`src/icache_pkg.sv`:
```
package icache_pkg;

	// cache geometry
	localparam int ADDR_W = 32;
	localparam int WORD_W = 32;
	localparam int LINE_WORDS = 8;
	localparam int SETS = 64;
	localparam int OFFSET_W = 3;
	localparam int INDEX_W = 6;
	localparam int TAG_W = ADDR_W - INDEX_W - OFFSET_W - 2;

	typedef logic [WORD_W-1:0] word_t;
	typedef logic [TAG_W-1:0] tag_t;
	typedef logic [INDEX_W-1:0] index_t;
	typedef logic [OFFSET_W-1:0] offset_t;

	// fetch address split into its cache fields
	typedef struct packed {
		tag_t tag;
		index_t index;
		offset_t offset;
		logic [1:0] byte_sel;
	} fetch_fields_t;

	typedef union packed {
		word_t raw;
		fetch_fields_t f;
	} fetch_addr_t;

	typedef struct packed {
		logic valid;
		tag_t tag;
	} tag_entry_t;

	typedef logic [LINE_WORDS-1:0][WORD_W-1:0] line_t;

	// refill port, cache to memory
	typedef struct packed {
		logic ar_valid;
		word_t ar_addr;
		logic [7:0] ar_len;
		logic r_ready;
	} mem_req_t;

	// refill port, memory to cache
	typedef struct packed {
		logic ar_ready;
		logic r_valid;
		word_t r_data;
		logic r_last;
	} mem_rsp_t;

	// no ready, the fetch stage always takes the word
	typedef struct packed {
		logic valid;
		word_t data;
	} fetch_rsp_t;

endpackage

```
`src/cache_ram.sv`:
```
`timescale 1ns/100ps

module cache_ram
	import icache_pkg::*;
#(
	parameter int DEPTH = SETS,
	parameter type dtype = logic
) (
	input  logic   clk,
	input  logic   rst,
	input  logic   we,
	input  index_t addr,
	input  dtype   din,
	output dtype   dout
);

	dtype mem [DEPTH];

	always_ff @(posedge clk) begin
		if (we) begin
			mem[addr] <= din;
		end
	end

	// write-first, new value visible on the next cycle
	always_ff @(posedge clk) begin
		if (rst) begin
			dout <= '0;
		end else if (we) begin
			dout <= din;
		end else begin
			dout <= mem[addr];
		end
	end

endmodule

```
`config.mk`:
```
export PLATFORM = sky130hd
export DESIGN_NAME = cache_ram
export DESIGN_NICKNAME = d
export VERILOG_FILES = /design/src/icache_pkg.sv /design/src/cache_ram.sv
export SDC_FILE = /design/constraint.sdc
export NUM_CORES = 1
export LEC_CHECK = 0
export ABC_AREA = 1
export BUFFER_PORTS_ARGS = -buffer_cell sky130_fd_sc_hd__buf_2
export CORE_UTILIZATION = 40
export CTS_BUF_LIST = sky130_fd_sc_hd__clkbuf_2
export DETAILED_ROUTE_END_ITERATION = 12
export HOLD_SLACK_MARGIN = 0.12
export PLACE_DENSITY = 0.66
export SLEW_MARGIN = 15
export SYNTH_ARGS = -nofsm -noshare
export SYNTH_HDL_FRONTEND = slang
export SYNTH_SLANG_ARGS = --single-unit
export TNS_END_PERCENT = 10
```
`constraint.sdc`:
```
create_clock -name clk -period 2.82 [get_ports clk]
set_input_delay 0.423 -clock clk [delete_from_list [all_inputs] [get_ports clk]]
set_output_delay 0.423 -clock clk [all_outputs]
set_load 0.05 [all_outputs]
```
# After elaboration in Yosys (flattened, before gate mapping)
# Memories as Yosys holds them, arrays and structs flattened. A register that Yosys moved wholly into a read port is not among the register bits.
# Cells that the tools add are included.
# word_totals
register_bits	0
latchBits	0
in_bits	10
rom_bits	0
ram_bits	64
elab_cells	3
mem_count	1
# classes
n_mux	2
n_bitwise	0
order_cmp	0
div	0
mul	0
n_eq_ne	0
n_addsub	0
n_reduce_logical	0
shift	0
# memory_table
name	depth	width	rd	rd_clocked_by_memory_dff	write_ports	line_no	source
mem	64	1	1	1	1	cache_ram.sv:17	dtype mem [DEPTH];
# op_table
op	n
2-to-1 mux 1 bit	2

# Longest topological paths before layout
# logic_depth
depth_word	2
ltp_mapped	13
depth_no_buf	11

# Worst setup path after synthesis
# Ideal clock, no wire load.
# synth_path
kind	in2reg
startpoint	input addr[1]
endpoint	memory mem[10] (netlist name) (enable)
setup_slack_ps	1306
setup_time_ps	300
arrival_time_ps	1214
path_stages	5
t_required_ps	2520
path_cell_list	buf_4 inv_2 nor2_2 nand3_1 nor2_1
# synth_rtl
item	line_no	source
from (decl)	cache_ram.sv:12	input index_t addr,
to (decl)	cache_ram.sv:17	
# Straight into the memory's write port.

# Worst setup path after layout
# layout_path
startpoint	register dout (read register of mem)
endpoint	output dout
# layout_rtl
item	line_no	source
from (decl)	cache_ram.sv:14	output dtype dout
# No word-level cell between the ends.

==> flow_summary.toml <==
[clocking]
cts_buffers = 9
clk_pin_slew_worst_paths_ns = 0.20
root_buffer = "clkbuf_2"
cts_resized = 0
htree_levels = 3
numClockSinks = 65
clk_latency_ns = 0.51
cts_buffer_depth = 2
cts_tree = "yes"

[finish]
instances_no_fill = 454
diodes = 0
drive_gt1_share_pct = 10.7
nets = 360
synthToLayoutAreaGrowth_pct = 9.31

[die]
die_area_sq_um = 8050
die_w_um = 89.7
die_h_um = 89.7
initial_core_util_pct = 42.0
coreArea_sq_um = 7330
num_rows = 31
ios = 11

[global_routing]
grt_pass1_vias = 2148
grt_pass1_wl_um = 11200
grt_use_total_pct = 18.4
grt.overflow.total = 0
antenna_found_initial = 0
grt_max_degree = 66

[pwr]
p_sw_w = 0.000492
p_int_w = 0.00140
power_leakage_nw = 1.31
ir_worst_vdd_mv = 0.287
pwr-share-clk_pct = 36.0
p_sw_share_pct = 26.0
p_comb_share_pct = 7.6
powerDensity_nw_per_um2 = 564
pwr-share-seq_pct = 56.4

[timing]
setup_slack_ns = 1.29
drv_slew = 0
rsz0062_at_grt = "false"
tns_ns = 0
relSlewSlack_pct = 32.4
skew_ns = 0.0109
finalSetupViolCount = 0
hold_viol_final = 0
worst_pin_slew_ns = 1.01
final.period_utilization_pct = 54.3
fin_crit_ns = 1.53
fmax_mhz = 653

[synthesis]
synth_edf_count = 64
synthTopCellsByArea = "edfxtp_1 62%, nand2_1 13%, nor2_1 9.3%"
synthFlopType = "edfxtp_1"
yosys-top-cells-count = "104 x nand2_1, 76 x nor2_1, 64 x edfxtp_1, 28 x inv_1, 24 x nand3_1"
synth_cell_types = 21
async_flop_share_pct = 0
synth_most_common_cell = "nand2_1"
synth-seq-cells = 65
syn_area_sq_um = 3080
synth.largest_area_cell = "edfxtp_1"
avgSynthCellArea_sq_um = 9.16
ys_seq_area_share_pct = 63.1
yosysWarnings = 0
syn_inst = 336
synth_top_area_share_pct = 62.4
synth_nets = 346

[setup_path]
required_ns = 2.40
critPathTopFamily = "flip-flops"
worst-path-buf-inv = 1
cp-end-kind = "output port"
crit_fanout = 1
worstPathArrival_ns = 1.11
cp_slowest_stage_delay_ns = 0.34
worstSetupStartpointType = "flop"
path_class = "flop to output port"
slowest_stage = "dfxtp_1"
critical_path.cell_chain = "buf_2"

[place]
dp.cells = 437
pre_cts_ws_ns = 0.786
detailedPlacementHpwl_um = 4360
gp_congestion = 0.924
port-buffer-count = 10

[route]
drtIter0Drc = 167
wl_per_cell_um = 15.2
first_pass_iters = 4
viasPerCell = 5.10
antenna_left = 0
route.detailed.drc = 0
routed_wl_um = 6890
num_vias = 2315

[outcome]
status = "finished, final reports clean"

[flow_run]
cap_violations = 0

[min_path]
hp-class = "input port to flop"
## sequential cells by signal (all words and copies together) (netlist names)
register / flops
dout: 1
mem: 64
## metrics by stage
step                hold WS (ns)  instance area, sq um  utilization [%]  total power [W]
global route               0.381                  3360             45.9          0.00197
global placement           0.694                  3210             43.7          0.00123
finish                     0.382                  3360             45.9          0.00190
floorplan                  0.522                  3080                -          0.00118
detailed placement         0.681                  3210             43.7          0.00123
CTS                        0.342                  3360             45.9          0.00190
## power by group through the flow
stage               clock network [W]  registers, W   logic, W
floorplan                           0       0.00110  0.0000868
global placement                    0       0.00109   0.000141
detailed placement                  0       0.00109   0.000142
CTS                          0.000688       0.00107   0.000144
global route                 0.000736       0.00107   0.000161
finish                       0.000683       0.00107   0.000144
## final timing paths
kind / startpoint / endpoint / slack [ns] / cells past startpoint
max: dout / dout / 1.29 / 1
min: we / dout / 0.38 / 4
max reg2reg: mem[42] / dout / 1.47 / 7
min reg2reg: mem[39] / dout / 0.82 / 6
## what timing repair did
action | 4_1_cts | 5_1_grt
endpoints found under the hold margin | 1 | 0
hold buffers | 1 | 0
setup buffers | 0 | 0
## cell families after synthesis
kind of cell / after synthesis / synth area share, %
AO/OA/AOI/OAI: 14 / 2.93
AND/OR/NAND/NOR: 216 / 28.3
buffers and inverters: 41 / 5.69
flip-flops: 65 / 63.1
## layout by cell type, fill, tap and decap left out
cell type      netlist  final
nand2_1            104    104
nor2_1              76     76
edfxtp_1            64     64
inv_1               28     28
nand3_1             24     24
buf_2                3     10
clkbuf_2             0      9
o211ai_1             7      7
or2_2                5      5
nor3_1               4      4
o21ai_1              3      3
nor2_2               2      2
inv_2                2      2
o21ai_0              2      2
bufinv_16            0      2
clkinv_4             0      2
inv_6                0      2
inv_4                1      1
clkinv_1             1      1
nor2_4               1      1
o21bai_1             1      1
a21oi_1              1      1
clkinvlp_4           0      1
dfxtp_1              1      1
dlygate4sd3_1        0      1
buf_4                4      1
## area by class of cell
type                       count  area [sq um]
timing repair buffer          12          67.6
sequential                    65          1940
clock buffer                   9          45.0
inverter                      32           123
clock inverter                 7           103
multi-input combinational    230           961
fill                         696          3970
tap                           99           124
## routing by layer
| layer | up-vias | track usage (%) | routed length (um) |
|---|---|---|---|
| li1 | 1120 | - | - |
| met1 | 1117 | 24.8 | 3270 |
| met2 | 67 | 28.6 | 3150 |
| met3 | 11 | 4.31 | 332 |
| met4 | 0 | 7.65 | 138 |
| met5 | - | 0 | 0 |
Power figures use the tool's default switching activity.
