## config.mk

```make
export PLATFORM = sky130hd
export DESIGN_NAME = hit_select
export DESIGN_NICKNAME = d
export VERILOG_FILES = /design/src/icache_pkg.sv /design/src/hit_select.sv
export SDC_FILE = /design/constraint.sdc
export NUM_CORES = 1
export LEC_CHECK = 0
export ABC_AREA = 1
export BUFFER_PORTS_ARGS = -buffer_cell sky130_fd_sc_hd__clkbuf_2
export CAP_MARGIN = 20
export CORE_AREA = 2 2 468 470
export DETAILED_ROUTE_END_ITERATION = 10
export DIE_AREA = 0 0 470 472
export SYNTH_ARGS = -nofsm -noshare
export SYNTH_HDL_FRONTEND = slang
export SYNTH_SLANG_ARGS = --single-unit
```

## constraint.sdc

```tcl
create_clock -name clk -period 2.3 [get_ports clk]
set_clock_uncertainty 0.15 [all_clocks]
set_input_delay 0.46 -clock clk [delete_from_list [all_inputs] [get_ports clk]]
set_output_delay 0.46 -clock clk [all_outputs]
set_load 0.01 [all_outputs]
```

## src/icache_pkg.sv

```systemverilog
package icache_pkg;

	// cache geometry
	localparam int ADDR_W = 32;
	localparam int WORD_W = 32;
	localparam int LINE_WORDS = 8;
	localparam int SETS = 64;
	localparam int OFFSET_W = 3;
	localparam int INDEX_W = 6;
	localparam int TAG_W = ADDR_W - INDEX_W - OFFSET_W - 2;

	typedef logic [WORD_W-1:0] word_t;
	typedef logic [TAG_W-1:0] tag_t;
	typedef logic [INDEX_W-1:0] index_t;
	typedef logic [OFFSET_W-1:0] offset_t;

	// fetch address split into its cache fields
	typedef struct packed {
		tag_t tag;
		index_t index;
		offset_t offset;
		logic [1:0] byte_sel;
	} fetch_fields_t;

	typedef union packed {
		word_t raw;
		fetch_fields_t f;
	} fetch_addr_t;

	typedef struct packed {
		logic valid;
		tag_t tag;
	} tag_entry_t;

	typedef logic [LINE_WORDS-1:0][WORD_W-1:0] line_t;

	// refill port, cache to memory
	typedef struct packed {
		logic ar_valid;
		word_t ar_addr;
		logic [7:0] ar_len;
		logic r_ready;
	} mem_req_t;

	// refill port, memory to cache
	typedef struct packed {
		logic ar_ready;
		logic r_valid;
		word_t r_data;
		logic r_last;
	} mem_rsp_t;

	// no ready, the fetch stage always takes the word
	typedef struct packed {
		logic valid;
		word_t data;
	} fetch_rsp_t;

endpackage

```

## src/hit_select.sv

```systemverilog
`timescale 1ns/100ps

module hit_select
	import icache_pkg::*;
#(
	parameter int WAYS = 4
) (
	input  logic                   clk,
	input  logic                   rst,
	input  tag_entry_t [WAYS-1:0]  tags,
	input  line_t [WAYS-1:0]       lines,
	input  fetch_addr_t            pipe_addr,
	input  logic                   pipe_valid,
	input  logic                   deliver,
	output logic                   miss,
	output logic [WAYS-1:0]        hit_way_onehot,
	output fetch_rsp_t             rsp
);

	logic [WAYS-1:0] hit;
	word_t [WAYS-1:0] word_q;
	logic rsp_valid_q;

	always_comb begin
		for (int i = 0; i < WAYS; i++) begin
			hit[i] = tags[i].valid && (tags[i].tag == pipe_addr.f.tag);
		end
	end

	assign miss = pipe_valid && !(|hit);

	always_ff @(posedge clk) begin
		if (rst) begin
			hit_way_onehot <= '0;
			rsp_valid_q <= 1'b0;
		end else begin
			hit_way_onehot <= hit;
			rsp_valid_q <= pipe_valid && deliver && !miss;
		end
	end

	// addressed word of every way, picked after the edge
	always_ff @(posedge clk) begin
		for (int i = 0; i < WAYS; i++) begin
			word_q[i] <= lines[i][pipe_addr.f.offset];
		end
	end

	always_comb begin
		rsp.valid = rsp_valid_q;
		rsp.data = '0;
		for (int i = 0; i < WAYS; i++) begin
			rsp.data |= {WORD_W{hit_way_onehot[i]}} & word_q[i];
		end
	end

	// a line must never be filled into two ways
	a_hit_onehot: assert property (@(posedge clk) disable iff (rst)
		pipe_valid |-> $onehot0(hit))
		else $error("hit_select: tag %h hits in several ways", pipe_addr.f.tag);

endmodule

```

Word-level counts from Yosys, hierarchy flattened
Cells that the tools add are included.
{ "word_totals": {"ff_bits": 133, "in_bits": 1148, "output_inout_bits": 38, "word_cells": 36} }
{ "op_classes": {"order_cmp": 1, "n_eq_ne": 4, "muxes": 8, "bitwise": 7, "n_reduce_logical": 10} }
{ "op_table": {"columns": ["cell", "count"], "rows": [
  ["$bmux W32 S3", 4],
  ["$and A32 B32 Y32", 4],
  ["$mux W32", 4],
  ["$or A32 B32 Y32", 3],
  ["$eq A21 B21 Y1", 4],
  ["$logic_and A1 B1 Y1", 7],
  ["$lt A3 B4 Y1 const B", 1],
  ["$reduce_or A4 Y1", 1],
  ["$logic_not A1 Y1", 2]
]} }

Depth between registers and ports, before layout
{ "depth": {"depth_word": 7, "ltp_mapped": 10} }

Worst setup path after synthesis
No wires, ideal clock.
{ "synth_timing": {"kind": "input to output", "start": "input port pipe_addr[13] (netlist bit)", "end": "output port miss", "arrival_ps": 1245, "required_time_ps": 1690, "setup_slack_ps": 445, "cell_stages": 7, "cell_sequence": "inv_1 -> or2_2 -> nand3_1 -> nor2_1 -> nand3_1 -> nand3_1 -> nor2_1"} }
{ "synth_between": {"elab_chain_cells": 5, "elab_cells_between_ends": 11, "classes_between": "eq/ne (4); reduce/logical (7)"} }
{ "synth_lines": {"columns": ["item", "line_no", "rtl"], "rows": [
  ["start: declaration", "hit_select.sv:12", "input fetch_addr_t pipe_addr,"],
  ["$eq A21 B21 Y1", "hit_select.sv:26", "hit[i] = tags[i].valid && (tags[i].tag == pipe_addr.f.tag);"],
  ["$logic_and A1 B1 Y1", "hit_select.sv:26", null],
  ["$reduce_or A4 Y1 *", "hit_select.sv:30", "assign miss = pipe_valid && !(|hit);"],
  ["$logic_not A1 Y1 *", "hit_select.sv:30", null],
  ["$logic_and A1 B1 Y1 *", "hit_select.sv:30", null],
  ["end: declaration", "hit_select.sv:15", "output logic miss,"]
]} }
Mark *: on every way between the ends. The rest lies on a longest branch, timed or not.

==> metrics.cfg <==
[status]
status=complete, but fails checks
violations=negative setup slack

[cells_and_area]
drive_gt1_share_pct=42.2
postLayoutCoreUtil_pct=12.5
multi_input_comb_area_um2=10200
n_fill_cell=25778
syn_to_final_growth_pct=93.6
nNetsFinal=5069
design_area_um2=27100
final_cells=6849
regArea_um2=2690

[global_routing]
grt_pass1_vias=23531
track_usage_pct=16.8
antenna_found_initial=182
grt_max_degree=64
grt-ovfl-total=0
grt_pass1_wl_um=240000

[cts]
cts_tree=built
root_buffer=clkbuf_16
ctsHtreeMaxLevel=4
cts.sinks=133
clk_path_buf_depth=2
cts.reportedPaths.clkPinSlew_ns=0.08
cts_buffers=17

[logic_synthesis]
synth.distinct_cells=29
avgSynthCellArea_um2=5.38
synthTopCellsByArea=nor2_1 26%, dfxtp_1 19%, o21ai_0 17%
syn-num-nets=3751
synth_largest_area_cell=nor2_1
ys_ff_latch=133
postSynthCellCount=2603
synth_top_cell_area_share_pct=25.9
seq_area_frac_synth_pct=19.0
ys.warnings.count=0
syn_area_um2=14000

[sta]
rsz0062_at_grt=yes
min_period_over_period_pct=103
whs_ns=0.0759
max_clock_freq_mhz=424
maxSlewHeadroom_pct=32.7
fin_ws_ns=-0.0596
final_max_slew_viol_count=0
fin_setup_tns_ns=-0.192
period_minus_slack_ns=2.36
finalSetupViolations=7
hold_viol=0
tightest_slew_ns=0.998

[routing]
dr.pass1.iters=6
via_count=24589
drt_wl_total_um=194000
drt_iter0_drc=1939
vias_per_cell=3.59
post_drt_wl_per_cell_um=28.3
drtAntennaViolNets=0
drc=0

[placed_design]
gp_congestion=0.988
placedCellCount=6712
port_buffers=1177
dpl.hpwl_um=173000
post-place-ws_ns=-0.167
placed_area_um2=24900

[worst_hold_path]
holdPathStages=3
worstHoldEndpoint=word_q[109]$_DFF_P_
min_path_type=primary input to register
min_from=lines[877]

[power]
power.density_nw_per_um2=377
power_mw=10.2
peakVddDrop_mv=0.498
p_leak_nw=12.5

[critical_path]
critPathLaunchType=register
required_ns=1.69
worstPathArrival_ns=1.75
cp_cell_sequence=buf_12 > buf_16 > buf_12 > nand2_2 > nand4_1 > clkbuf_8
cp_slowest_stage_delay_ns=0.40
cp_max_fo=5
setup.worst_path.end_class=output port
crit_start=hit_way_onehot[0]$_SDFF_PP0_
path_buf_inv=4
path_class=register to output port
cpMostUsedCell=buf_12
cp_top_family=buffers and inverters
worst_path_max_delay_cell=dfxtp_4

[floorplanning]
rows=171
dieWidth_um=470
dieArea_um2=222000
initial_core_util_pct=6.47
fp.dieH_um=472
pin_count=1186
core_um2=217000

[job]
drv_cap=0

## cells by family (layout without fill, tap and decap cells)
| group | count (synthesis) | after routing | share of synthesized area [%] |
|---|---|---|---|
| compound gates | 810 | 810 | 31.3 |
| xor+xnor | 13 | 13 | 0.813 |
| buf+inv | 295 | 1625 | 11.4 |
| flops | 133 | 133 | 19.0 |
| other cells | 0 | 62 | 0 |
| simple gates | 1352 | 1352 | 37.4 |
## cell type report
type | instances | area share (%)
Inverter | 85 | 1.41
Timing Repair Buffer | 1509 | 35.1
Multi-Input combinational cell | 2175 | 37.7
Sequential cell | 133 | 9.91
Tap cell | 2854 | 13.2
Clock buffer | 18 | 1.62
Antenna cell | 62 | 0.572
Clock inverter | 13 | 0.545
## how the worst max path moves through the flow
stage / cells past startpoint / end / slack (ns)
floorplan: 7 / miss / 0.45
global placement: 11 / miss / -0.22
detailed placement: 8 / word_q[72]$_DFF_P_ / -0.17
CTS: 6 / rsp[27] / -0.16
global route: 6 / rsp[27] / -0.17
finish: 6 / rsp[17] / -0.06
## placed cells by master (no fill, tap or decap), types with 20 or more instances in the layout
| cell type | n |
|---|---|
| clkbuf_2 | 1134 |
| nor2_1 | 958 |
| o21ai_0 | 473 |
| buf_4 | 263 |
| nand2_1 | 233 |
| o22ai_1 | 131 |
| a31oi_1 | 128 |
| dfxtp_1 | 122 |
| inv_1 | 75 |
| o21ai_1 | 74 |
| diode_2 | 62 |
| nand2_2 | 53 |
| nand4_1 | 45 |
| buf_12 | 45 |
| nand2_4 | 21 |
| clkbuf_16 | 21 |
| buf_8 | 20 |
## Yosys cell counts, drive strengths merged
library cell	count
nor2	967
o21ai	548
nand2	314
dfxtp	133
o22ai	131
a31oi	128
buf	114
clkbuf	96
inv	85
nand4	45
nand3	12
xor2	8
xnor2	5
nor3	4
nand3b	3
nor4	3
or2	3
o211ai	2
nor3b	1
o2111ai	1
## power by group
group | internal (mW) | switching (mW)
registers | 2.56 | 0.441
clock network | 1.63 | 1.57
logic | 1.77 | 2.24
## registers in the layout (all words and copies together) (netlist names)
register and cells:
hit_way_onehot 4, word_q 128, rsp_valid_q 1
## per-layer routing
layer | GRT usage, % | up-vias | wire [um]
met3 | 5.86 | 360 | 17600
met5 | 0 | - | 619
met2 | 27.0 | 1461 | 86800
met1 | 20.6 | 11224 | 81300
met4 | 5.95 | 90 | 7680
li1 | - | 11454 | -
## timing repair
action / in CTS / in global routing
resized for setup: 183 / 106
pin swaps: 21 / 38
hold buffers: 2 / 0
buffers inserted: 25 / 13
endpoints found under the setup margin: 33 / 34
hold endpoints to repair: 1 / 0
gates cloned: 5 / 2
Note: power is estimated with default switching activity, not from simulation.
