`config.mk`:
```
export PLATFORM = sky130hd
export DESIGN_NAME = icache_ctrl
export DESIGN_NICKNAME = d
export VERILOG_FILES = /design/src/icache_pkg.sv /design/src/icache_ctrl.sv
export SDC_FILE = /design/constraint.sdc
export NUM_CORES = 1
export LEC_CHECK = 0
export BUFFER_PORTS_ARGS = -buffer_cell sky130_fd_sc_hd__buf_2
export CAP_MARGIN = 20
export CORE_MARGIN = 8
export CORE_UTILIZATION = 40
export DETAILED_ROUTE_END_ITERATION = 8
export PLACE_DENSITY = 0.81
export SYNTH_ARGS = -nofsm -noshare
export SYNTH_HDL_FRONTEND = slang
export SYNTH_SLANG_ARGS = --single-unit
```
`constraint.sdc`:
```
create_clock -name clk -period 2.8 [get_ports clk]
set_input_delay 0.28 -clock clk [delete_from_list [all_inputs] [get_ports clk]]
set_output_delay 0.28 -clock clk [all_outputs]
set_load 0.05 [all_outputs]
```
`src/icache_pkg.sv`:
```
package icache_pkg;

	// cache geometry
	localparam int ADDR_W = 32;
	localparam int WORD_W = 32;
	localparam int LINE_WORDS = 8;
	localparam int SETS = 64;
	localparam int OFFSET_W = 3;
	localparam int INDEX_W = 6;
	localparam int TAG_W = ADDR_W - INDEX_W - OFFSET_W - 2;

	typedef logic [WORD_W-1:0] word_t;
	typedef logic [TAG_W-1:0] tag_t;
	typedef logic [INDEX_W-1:0] index_t;
	typedef logic [OFFSET_W-1:0] offset_t;

	// fetch address split into its cache fields
	typedef struct packed {
		tag_t tag;
		index_t index;
		offset_t offset;
		logic [1:0] byte_sel;
	} fetch_fields_t;

	typedef union packed {
		word_t raw;
		fetch_fields_t f;
	} fetch_addr_t;

	typedef struct packed {
		logic valid;
		tag_t tag;
	} tag_entry_t;

	typedef logic [LINE_WORDS-1:0][WORD_W-1:0] line_t;

	// refill port, cache to memory
	typedef struct packed {
		logic ar_valid;
		word_t ar_addr;
		logic [7:0] ar_len;
		logic r_ready;
	} mem_req_t;

	// refill port, memory to cache
	typedef struct packed {
		logic ar_ready;
		logic r_valid;
		word_t r_data;
		logic r_last;
	} mem_rsp_t;

	// no ready, the fetch stage always takes the word
	typedef struct packed {
		logic valid;
		word_t data;
	} fetch_rsp_t;

endpackage

```
`src/icache_ctrl.sv`:
```
`timescale 1ns/100ps

module icache_ctrl
	import icache_pkg::*;
#(
	parameter int WAYS = 4
) (
	input  logic            clk,
	input  logic            rst,
	input  logic            req_valid,
	input  fetch_addr_t     req_addr,
	output logic            req_ready,
	input  logic            miss,
	input  logic            refill_done,
	output mem_req_t        mem_req,
	input  mem_rsp_t        mem_rsp,
	output index_t          ram_addr,
	output logic [WAYS-1:0] tag_we,
	output logic [WAYS-1:0] data_we,
	output tag_entry_t      tag_wdata,
	output fetch_addr_t     pipe_addr,
	output logic            pipe_valid,
	output logic            refill_en,
	output logic            deliver
);

	localparam int WAY_W = $clog2(WAYS);

	typedef enum logic [2:0] {
		INVALIDATING,
		IDLE,
		WAIT_AR,
		RECEIVING,
		FINISH
	} state_t;

	state_t state;
	state_t state_d;
	index_t inv_cnt;
	logic [7:0] lfsr;
	logic [WAY_W-1:0] victim;

	if (WAYS < 2 || WAYS > 8 || (WAYS & (WAYS - 1)) != 0) begin : g_ways_check
		$error("icache_ctrl: WAYS must be 2, 4 or 8");
	end

	assign victim = lfsr[WAY_W-1:0];

	// pipeline only moves in IDLE or FINISH, and stops on a miss
	assign deliver = (state == IDLE) || (state == FINISH);
	assign req_ready = deliver && !miss;
	assign refill_en = (state == RECEIVING);

	always_comb begin
		state_d = state;
		case (state)
			INVALIDATING: begin
				if (inv_cnt == index_t'(SETS - 1)) begin
					state_d = IDLE;
				end
			end
			IDLE, FINISH: begin
				state_d = miss ? WAIT_AR : IDLE;
			end
			WAIT_AR: begin
				if (mem_rsp.ar_ready) begin
					state_d = RECEIVING;
				end
			end
			RECEIVING: begin
				if (refill_done) begin
					state_d = FINISH;
				end
			end
			default: begin
				state_d = IDLE;
			end
		endcase
	end

	// sweep, new request, or the held pipeline address
	always_comb begin
		if (state == INVALIDATING) begin
			ram_addr = inv_cnt;
		end else if (req_ready) begin
			ram_addr = req_addr.f.index;
		end else begin
			ram_addr = pipe_addr.f.index;
		end
	end

	always_comb begin
		tag_we = '0;
		data_we = '0;
		tag_wdata.valid = 1'b1;
		tag_wdata.tag = pipe_addr.f.tag;
		if (state == INVALIDATING) begin
			tag_we = '1;
			tag_wdata = '0;
		end else if (refill_done) begin
			tag_we[victim] = 1'b1;
			data_we[victim] = 1'b1;
		end
	end

	// line-aligned burst of one full line
	always_comb begin
		mem_req.ar_valid = (state == WAIT_AR);
		mem_req.ar_addr = {pipe_addr.f.tag, pipe_addr.f.index, {(OFFSET_W + 2){1'b0}}};
		mem_req.ar_len = 8'(LINE_WORDS - 1);
		mem_req.r_ready = (state == RECEIVING);
	end

	always_ff @(posedge clk) begin
		if (rst) begin
			state <= INVALIDATING;
			inv_cnt <= '0;
			lfsr <= 8'hb5;
			pipe_valid <= 1'b0;
		end else begin
			state <= state_d;
			if (state == INVALIDATING) begin
				inv_cnt <= inv_cnt + 1'b1;
			end
			// x^8 + x^6 + x^5 + x^4 + 1
			if (refill_done) begin
				lfsr <= {lfsr[6:0], lfsr[7] ^ lfsr[5] ^ lfsr[4] ^ lfsr[3]};
			end
			if (req_ready) begin
				pipe_valid <= req_valid;
			end
		end
	end

	always_ff @(posedge clk) begin
		if (req_ready) begin
			pipe_addr <= req_addr;
		end
	end

	a_idle_no_write: assert property (@(posedge clk) disable iff (rst)
		(state == IDLE) |-> (tag_we == '0) && (data_we == '0))
		else $error("icache_ctrl: RAM write while idle");

	a_ar_hold: assert property (@(posedge clk) disable iff (rst)
		mem_req.ar_valid && !mem_rsp.ar_ready |=>
			mem_req.ar_valid && $stable(mem_req.ar_addr))
		else $error("icache_ctrl: AR request dropped before ar_ready");

endmodule

```
* Word-level counts from Yosys, hierarchy flattened *
Cells that the tools add are included.

word-level totals
  register bits = 50
  output and inout port bits = 114
  logic and storage cells = 39

cells by class
  $add $sub $neg = 1
  magnitude comparators = 2
  equal/unequal tests = 8
  muxes and demuxes = 13
  bitwise logic cells = 3
  reduce and logical (&&, ||, !) cells = 7

operators by type and width
  operator                                                    count
  two-way mux 22 bit                                          1
  two-way mux 4 bit                                           3
  two-way mux 6 bit                                           2
  case mux 3 bit (4 select lines)                             1
  two-way mux 3 bit                                           3
  adder 6 x 1 -> 6 bit, second input constant                 1
  equality test 3 x 2 -> 1 bit, second input constant         2
  equality test 6 bit, second input constant                  1
  != test 2 bit, second input constant                        2
  equality test 3 x 1 -> 1 bit, second input constant         1
  equality test 3 bit, second input constant                  1
  zero test 3 bit                                             1
  less-than comparator 2 x 3 -> 1 bit, second input constant  1
  AND reduction 3 bit                                         1
  bitwise XOR 1 bit                                           3
  demux 1 bit (select 2 bit)                                  1
  >= comparator 2 x 1 -> 1 bit, second input constant         1
  logical AND 1 bit                                           2
  two-way mux 2 bit                                           1
  != test 2 x 1 -> 1 bit, second input constant               1
  OR reduction 2 bit                                          1
  zero test 1 bit                                             1
  logical OR 1 bit                                            1
  two-way mux 1 bit                                           1

* Logic depth before layout (Yosys ltp) *
Gate-level depths: netlist of run 1.

  depth in word-level cells = 6
  mapped depth = 6

* Least setup slack after synthesis of run 1 *
OpenSTA, ideal clock, no wires.

  path type = reg-to-output
  from = register state[0]
  to = output ram_addr[0]
  arrival time = 3,011 ps
  data required time = 2,520 ps
  setup slack = -491 ps
  cell stages (with the launch flop) = 6
  path buffers = 1
  cells stage by stage = dfxtp_1 > buf_4 > xnor2_1 > nor3_4 > mux2i_1 > a21oi_1

on the way
  word-level cells in the longest chain between the ends = 5

ends and longest elaborated chain
  element                                                                     RTL line            text
  start, declared                                                             icache_ctrl.sv:37   state_t state;
  start signal, assigned                                                      icache_ctrl.sv:121  state <= state_d;
  equality test 3 x 1 -> 1 bit / equality test 3 bit (equally long branches)  icache_ctrl.sv:50   assign deliver = (state == IDLE) || (state == FINISH);
  logical OR 1 bit (*)                                                        icache_ctrl.sv:50
  logical AND 1 bit (*)                                                       icache_ctrl.sv:51   assign req_ready = deliver && !miss;
  net req_ready                                                               icache_ctrl.sv:12   output logic req_ready,
  two-way mux 6 bit (*)                                                       icache_ctrl.sv:85   end else if (req_ready) begin
  two-way mux 6 bit (*)                                                       icache_ctrl.sv:83   if (state == INVALIDATING) begin
  end, declared                                                               icache_ctrl.sv:17   output index_t ram_addr,

Mark *: on every way through the listed nets, which the timed path passes. The rest lies on a longest branch.

* Worst setup path in the final report of run 1 *
  from = register state[0]
  to = output ram_addr[5]

on the way
  word-level cells in the longest chain between the ends = 5

ends and longest elaborated chain
  element                                                                     RTL line
  equality test 3 x 1 -> 1 bit / equality test 3 bit (equally long branches)  icache_ctrl.sv:50
  logical OR 1 bit                                                            icache_ctrl.sv:50
  logical AND 1 bit                                                           icache_ctrl.sv:51
  two-way mux 6 bit                                                           icache_ctrl.sv:85
  two-way mux 6 bit (*)                                                       icache_ctrl.sv:83

Mark *: on every way between the ends. The rest lies on a longest branch, timed or not.

==> results.cfg, run 1 <==
[global_route]
antenna_found_initial = 0
grt_max_degree = 32
grt_usage_pct = 12.1
grt_pass1_wl_um = 8580
grt_pass1_vias = 1850
grt_overflow_total = 0

[final_layout]
fillCellCount = 550
syn2layout_area_growth_pct = 29.1
regArea_mm2 = 0.00132
final_cell_area_mm2 = 0.00313
num_antenna_cells = 0
multi_input_area_um2 = 872
drive_gt1_share_pct = 49.1
num-nets-final = 402

[timing]
post-route-min-period_ns = 2.34
timing.final.crit_share_pct = 83.7
hold_viol = 0
finalSetupViolations = 0
drv_slew = 0
grt_setup_unrepaired = no
fmax_ghz = 0.426
fin_tns_setup_ns = 0
fin_worst_skew_ns = 0.00412

[power_and_ir_drop]
p_per_area_mw_per_mm2 = 753
clkPwrFrac_pct = 21.9
combinationalPowerShare_pct = 40.1
p_sw_share_pct = 43.1
p_int_mw = 1.34
power.leakage_nw = 1.45
worst_ir_drop_vdd_v = 0.000385
p_switching_mw = 1.01
seqPwrFrac_pct = 38.0

[worst_setup_path]
end_kind = output port
crit_required_ns = 2.52
crit_fanout = 14
crit_type = reg -> out
worst_setup_path_start_kind = register
cp.arrival_ns = 2.06

[clock_network]
post_cts_resized = 0
htreeDepth = 2
max-clock-path-buffers = 2
insertion_delay_ns = 0.30
cts_hold_buf = 0
cts_setup_buffers = 0
cts_made_buffers = 5
cts_tree = built
cts-root-buf = clkbuf_8
cts.sinks = 50
clkTransAtPathRegs_ns = 0.09

[synth]
syn_inst = 222
yosysWarnings = 0
yosysMostFrequentCell = buf_4
netlist.top_cell.by_area = edfxtp_1
synthesis.area_mm2 = 0.00242
yosys_most_used_dff = edfxtp_1
yosysSeqAreaShare_pct = 54.5
syn_avg_cell_area_um2 = 10.9
ys_ff_latch = 50
synth_top_area_share_pct = 39.6
ys_types = 34
synth_edf_count = 32
synthTopCellsByCount = buf_4 (42), edfxtp_1 (32), and2_1 (22)
post_synth_main_area_contributors = edfxtp_1 (40%), dfxtp_1 (15%), buf_4 (13%)
async_flop_share_pct = 0

[floorplan]
die_h_um = 93.9
core-area_mm2 = 0.00589
initial_core_util_pct = 41.2
io_pins = 186
num_rows = 28
die-area_mm2 = 0.00881
die_w_um = 93.9

[drt]
wl_um = 5850
vias = 1865
drc_errors = 0
drt_iter0_drc = 61
dr.pass1.iters = 5
via_per_inst = 4.60
final_antenna_net_count = 0
routedWlPerCell_um = 14.4

[min_path]
hold_path_class = in -> reg

[placed_design]
placed_area_mm2 = 0.00301
io_buffers = 138
hpwl_um = 4700
gp_congestion = 0.708

[job]
cap_viol_max_count = 0

[status]
status = completed
-- cell usage in the layout (no fill, tap or decap), types with 5 or more instances in the layout --
cell type / netlist / routed
edfxtp_1: 32 / 32
mux2i_1: 10 / 10
and2_1: 22 / 22
nand2_1: 14 / 14
nor2_1: 14 / 14
buf_2: 3 / 138
nor2b_1: 8 / 8
clkbuf_8: 0 / 5
conb_1: 2 / 13
o21ai_4: 0 / 5
dfxtp_1: 18 / 17
-- flip-flops by register name (all words and copies together), names as in the netlist --
name and cells:
pipe_addr 32, state 3, pipe_valid 1, inv_cnt 6
lfsr 8
-- path summary, 6_finish.rpt --
check                                   from             to  slack, ns  cells after the start
worst min register to register       lfsr[6]        lfsr[7]       0.49                      1
worst max register to register      state[0]       state[0]       0.84                      5
worst min-delay path            req_addr[23]  pipe_addr[23]       0.14                      1
worst max-delay path                state[0]    ram_addr[5]       0.46                      6
-- layer usage --
layer / up-vias / track usage (%) / routed length [um]
met2: 102 / 22.2 / 2930
met1: 845 / 11.8 / 2120
met4: 0 / 4.23 / 76
met5: - / 0 / 0
li1: 906 / - / -
met3: 12 / 5.04 / 726
-- layout make-up --
type | instances | area share, %
clock buffers | 5 | 2.20
clock inverters | 3 | 1.56
inverters | 1 | 0.120
multi-input cells | 129 | 27.9
flip-flops and latches | 50 | 42.2
well taps | 75 | 3.00
repair buffers | 142 | 23.0
-- worst max-delay path, stage by stage (launching register included) --
cell	delay (ns)
dfxtp_1	0.62
xnor2_4	0.12
nor3_4	0.18
buf_4	0.25
mux2i_1	0.31
o21ai_4	0.07
buf_2	0.21
-- cells by family after synthesis --
| logic type | Yosys count | synth area share [%] |
|---|---|---|
| fa+ha+maj | 1 | 0.516 |
| buf+inv | 54 | 15.0 |
| other cells | 2 | 0.310 |
| compound gates | 22 | 5.68 |
| simple gates | 74 | 16.6 |
| mux | 10 | 4.13 |
| flops | 50 | 54.5 |
| xor+xnor | 9 | 3.25 |
-- power by group through the flow --
stage / registers (mW) / logic (mW) / clock network [mW]
after global routing: 0.906 / 0.996 / 0.563
after global placement: 0.908 / 0.946 / 0
after CTS: 0.895 / 0.956 / 0.537
final: 0.895 / 0.946 / 0.516
after floorplan: 0.972 / 0.734 / 0
after detailed placement: 0.912 / 0.954 / 0
-- through the flow --
| step | hold WS [ns] | util (%) | instances | setup slack, ns | power, mW |
|---|---|---|---|---|---|
| 2_1_floorplan | 0.379 | - | 233 | -0.175 | 1.71 |
| 3_3_place_gp | 0.447 | 51.2 | 397 | 0.823 | 1.85 |
| 3_5_place_dp | 0.458 | 51.2 | 397 | 0.786 | 1.87 |
| 4_1_cts | 0.130 | 53.2 | 405 | 0.425 | 2.39 |
| 5_1_grt | 0.118 | 53.2 | 405 | 0.297 | 2.46 |
| 6_report | 0.142 | 53.2 | 405 | 0.455 | 2.36 |
Power figures use the tool's default switching activity.
==> run 2: changes to the inputs <==
- clock period: 2.8 -> 2.45 ns (I/O delays scaled with it)
==> results.cfg, run 2 (same netlist as run 1, synthesis figures left out) <==
[status]
status = completed

[power_and_ir_drop]
p_switching_mw = 1.17
power.leakage_nw = 1.45
seqPwrFrac_pct = 37.8
p_sw_share_pct = 43.3
p_int_mw = 1.53
combinationalPowerShare_pct = 40.0
p_per_area_mw_per_mm2 = 863
clkPwrFrac_pct = 22.1
worst_ir_drop_vdd_v = 0.000379

[final_layout]
syn2layout_area_growth_pct = 29.2
num-nets-final = 402
fillCellCount = 531
top_register = pipe_addr
multi_input_area_um2 = 872
num_antenna_cells = 0
final_common_cell = buf_2
regArea_mm2 = 0.00132
final_cell_mix = buf_2 (138), edfxtp_1 (32), and2_1 (22), dfxtp_1 (16)
drive_gt1_share_pct = 49.4
largest_reg_flops = 32
reg_top3 = pipe_addr (32), lfsr (8), inv_cnt (6)

[min_path]
whs_path_depth = 1
hold_path_end = pipe_addr[23]
hold_path_class = in -> reg
min_from = req_addr[23]

[drt]
dr.pass1.iters = 4
via_per_inst = 4.54
vias = 1837
drc_errors = 0
wl_um = 5950
routedWlPerCell_um = 14.7
drt_iter0_drc = 51
final_antenna_net_count = 0

[job]
cap_viol_max_count = 0

[timing]
fin_tns_setup_ns = 0
grt_setup_unrepaired = no
drv_slew = 0
fin_worst_skew_ns = 0.0137
timing.final.crit_share_pct = 88.0
hold_viol = 0
holdWs_ns = 0.0964
fmax_ghz = 0.464
post-route-min-period_ns = 2.15
finalSetupViolations = 0

[placed_design]
gp_congestion = 0.710
io_buffers = 138
hpwl_um = 4730

[floorplan]
initial_core_util_pct = 41.2
num_rows = 28
die_w_um = 93.9
core-area_mm2 = 0.00589
die_h_um = 93.9
io_pins = 186
die-area_mm2 = 0.00881

[worst_setup_path]
worst_setup_path_start_kind = register
worstSetupStartpoint = state[0]
r2r_cells = 5
crit_fanout = 14
r2r_start = state[1]
r2r_end = state[0]
crit_type = reg -> out
crit_required_ns = 2.20
r2r_slack_ns = 0.52
cp.arrival_ns = 1.91
end_kind = output port

[global_route]
grt_pass1_wl_um = 8800
grt_max_degree = 32
antenna_found_initial = 0
grt_pass1_vias = 1784
grt_overflow_total = 0
grt_usage_pct = 12.5

[clock_network]
cts_setup_buffers = 0
cts.sinks = 50
htreeDepth = 2
cts-root-buf = clkbuf_8
clkTransAtPathRegs_ns = 0.10
cts_made_buffers = 5
cts_tree = built
insertion_delay_ns = 0.31
max-clock-path-buffers = 2
## run 2: cell types whose count changed in the layout (fill, tap and decap cells not counted)
cell / delta
dfxtp_1: -1
dfxtp_2: +1
## run 2: how the worst max path moves through the flow
stage | to
final | ram_addr[5]
after global routing | ram_addr[0]
after CTS | ram_addr[5]
after detailed placement | state[0]
after global placement | ram_addr[5]
after floorplan | ram_addr[0]
## run 2: worst max-delay path: stages (launching register included)
cell     delay (ns)
dfxtp_2        0.48
xnor2_4        0.10
nor3_4         0.18
buf_4          0.25
mux2i_1        0.31
o21ai_4        0.06
buf_2          0.22
## run 2: power groups by stage
| stage | sequential (mW) | clock [mW] | combinational (mW) |
|---|---|---|---|
| 2_1_floorplan | 1.11 | 0 | 0.838 |
| 3_3_place_gp | 1.04 | 0 | 1.08 |
| 3_5_place_dp | 1.04 | 0 | 1.09 |
| 4_1_cts | 1.02 | 0.617 | 1.09 |
| 5_1_grt | 1.04 | 0.658 | 1.14 |
| 6_report | 1.02 | 0.598 | 1.08 |
## run 2: cell type report
| class | instances | share of cell area, % |
|---|---|---|
| repair buffers | 142 | 23.0 |
| flip-flops and latches | 50 | 42.3 |
| well taps | 75 | 3.00 |
| multi-input cells | 129 | 27.8 |
| clock inverters | 3 | 1.56 |
| clock buffers | 5 | 2.20 |
| inverters | 1 | 0.120 |
## run 2: stage by stage
stage	util (%)	setup WS (ns)	cells	cell area [um^2]	power, mW
2_1_floorplan	-	-0.490	233	2560	1.95
3_5_place_dp	51.2	0.457	397	3010	2.14
4_1_cts	53.2	0.118	405	3130	2.73
5_1_grt	53.2	0.159	405	3130	2.84
6_report	53.2	0.295	405	3130	2.70
3_3_place_gp	51.2	0.507	397	3010	2.12
## run 2: repair_timing
item                                    in CTS  in global routing
hold buffers                                 0                  0
hold endpoints to repair                     0                  0
endpoints found under the setup margin       0                  1
gates resized for setup                      0                  1
## run 2: metal layers
layer	global-route usage, %	vias up	part of all wire, %
met5	0	-	0
met4	2.38	0	0.64
met3	5.44	6	12
met2	23.0	95	49
met1	12.7	827	38
li1	-	909	-
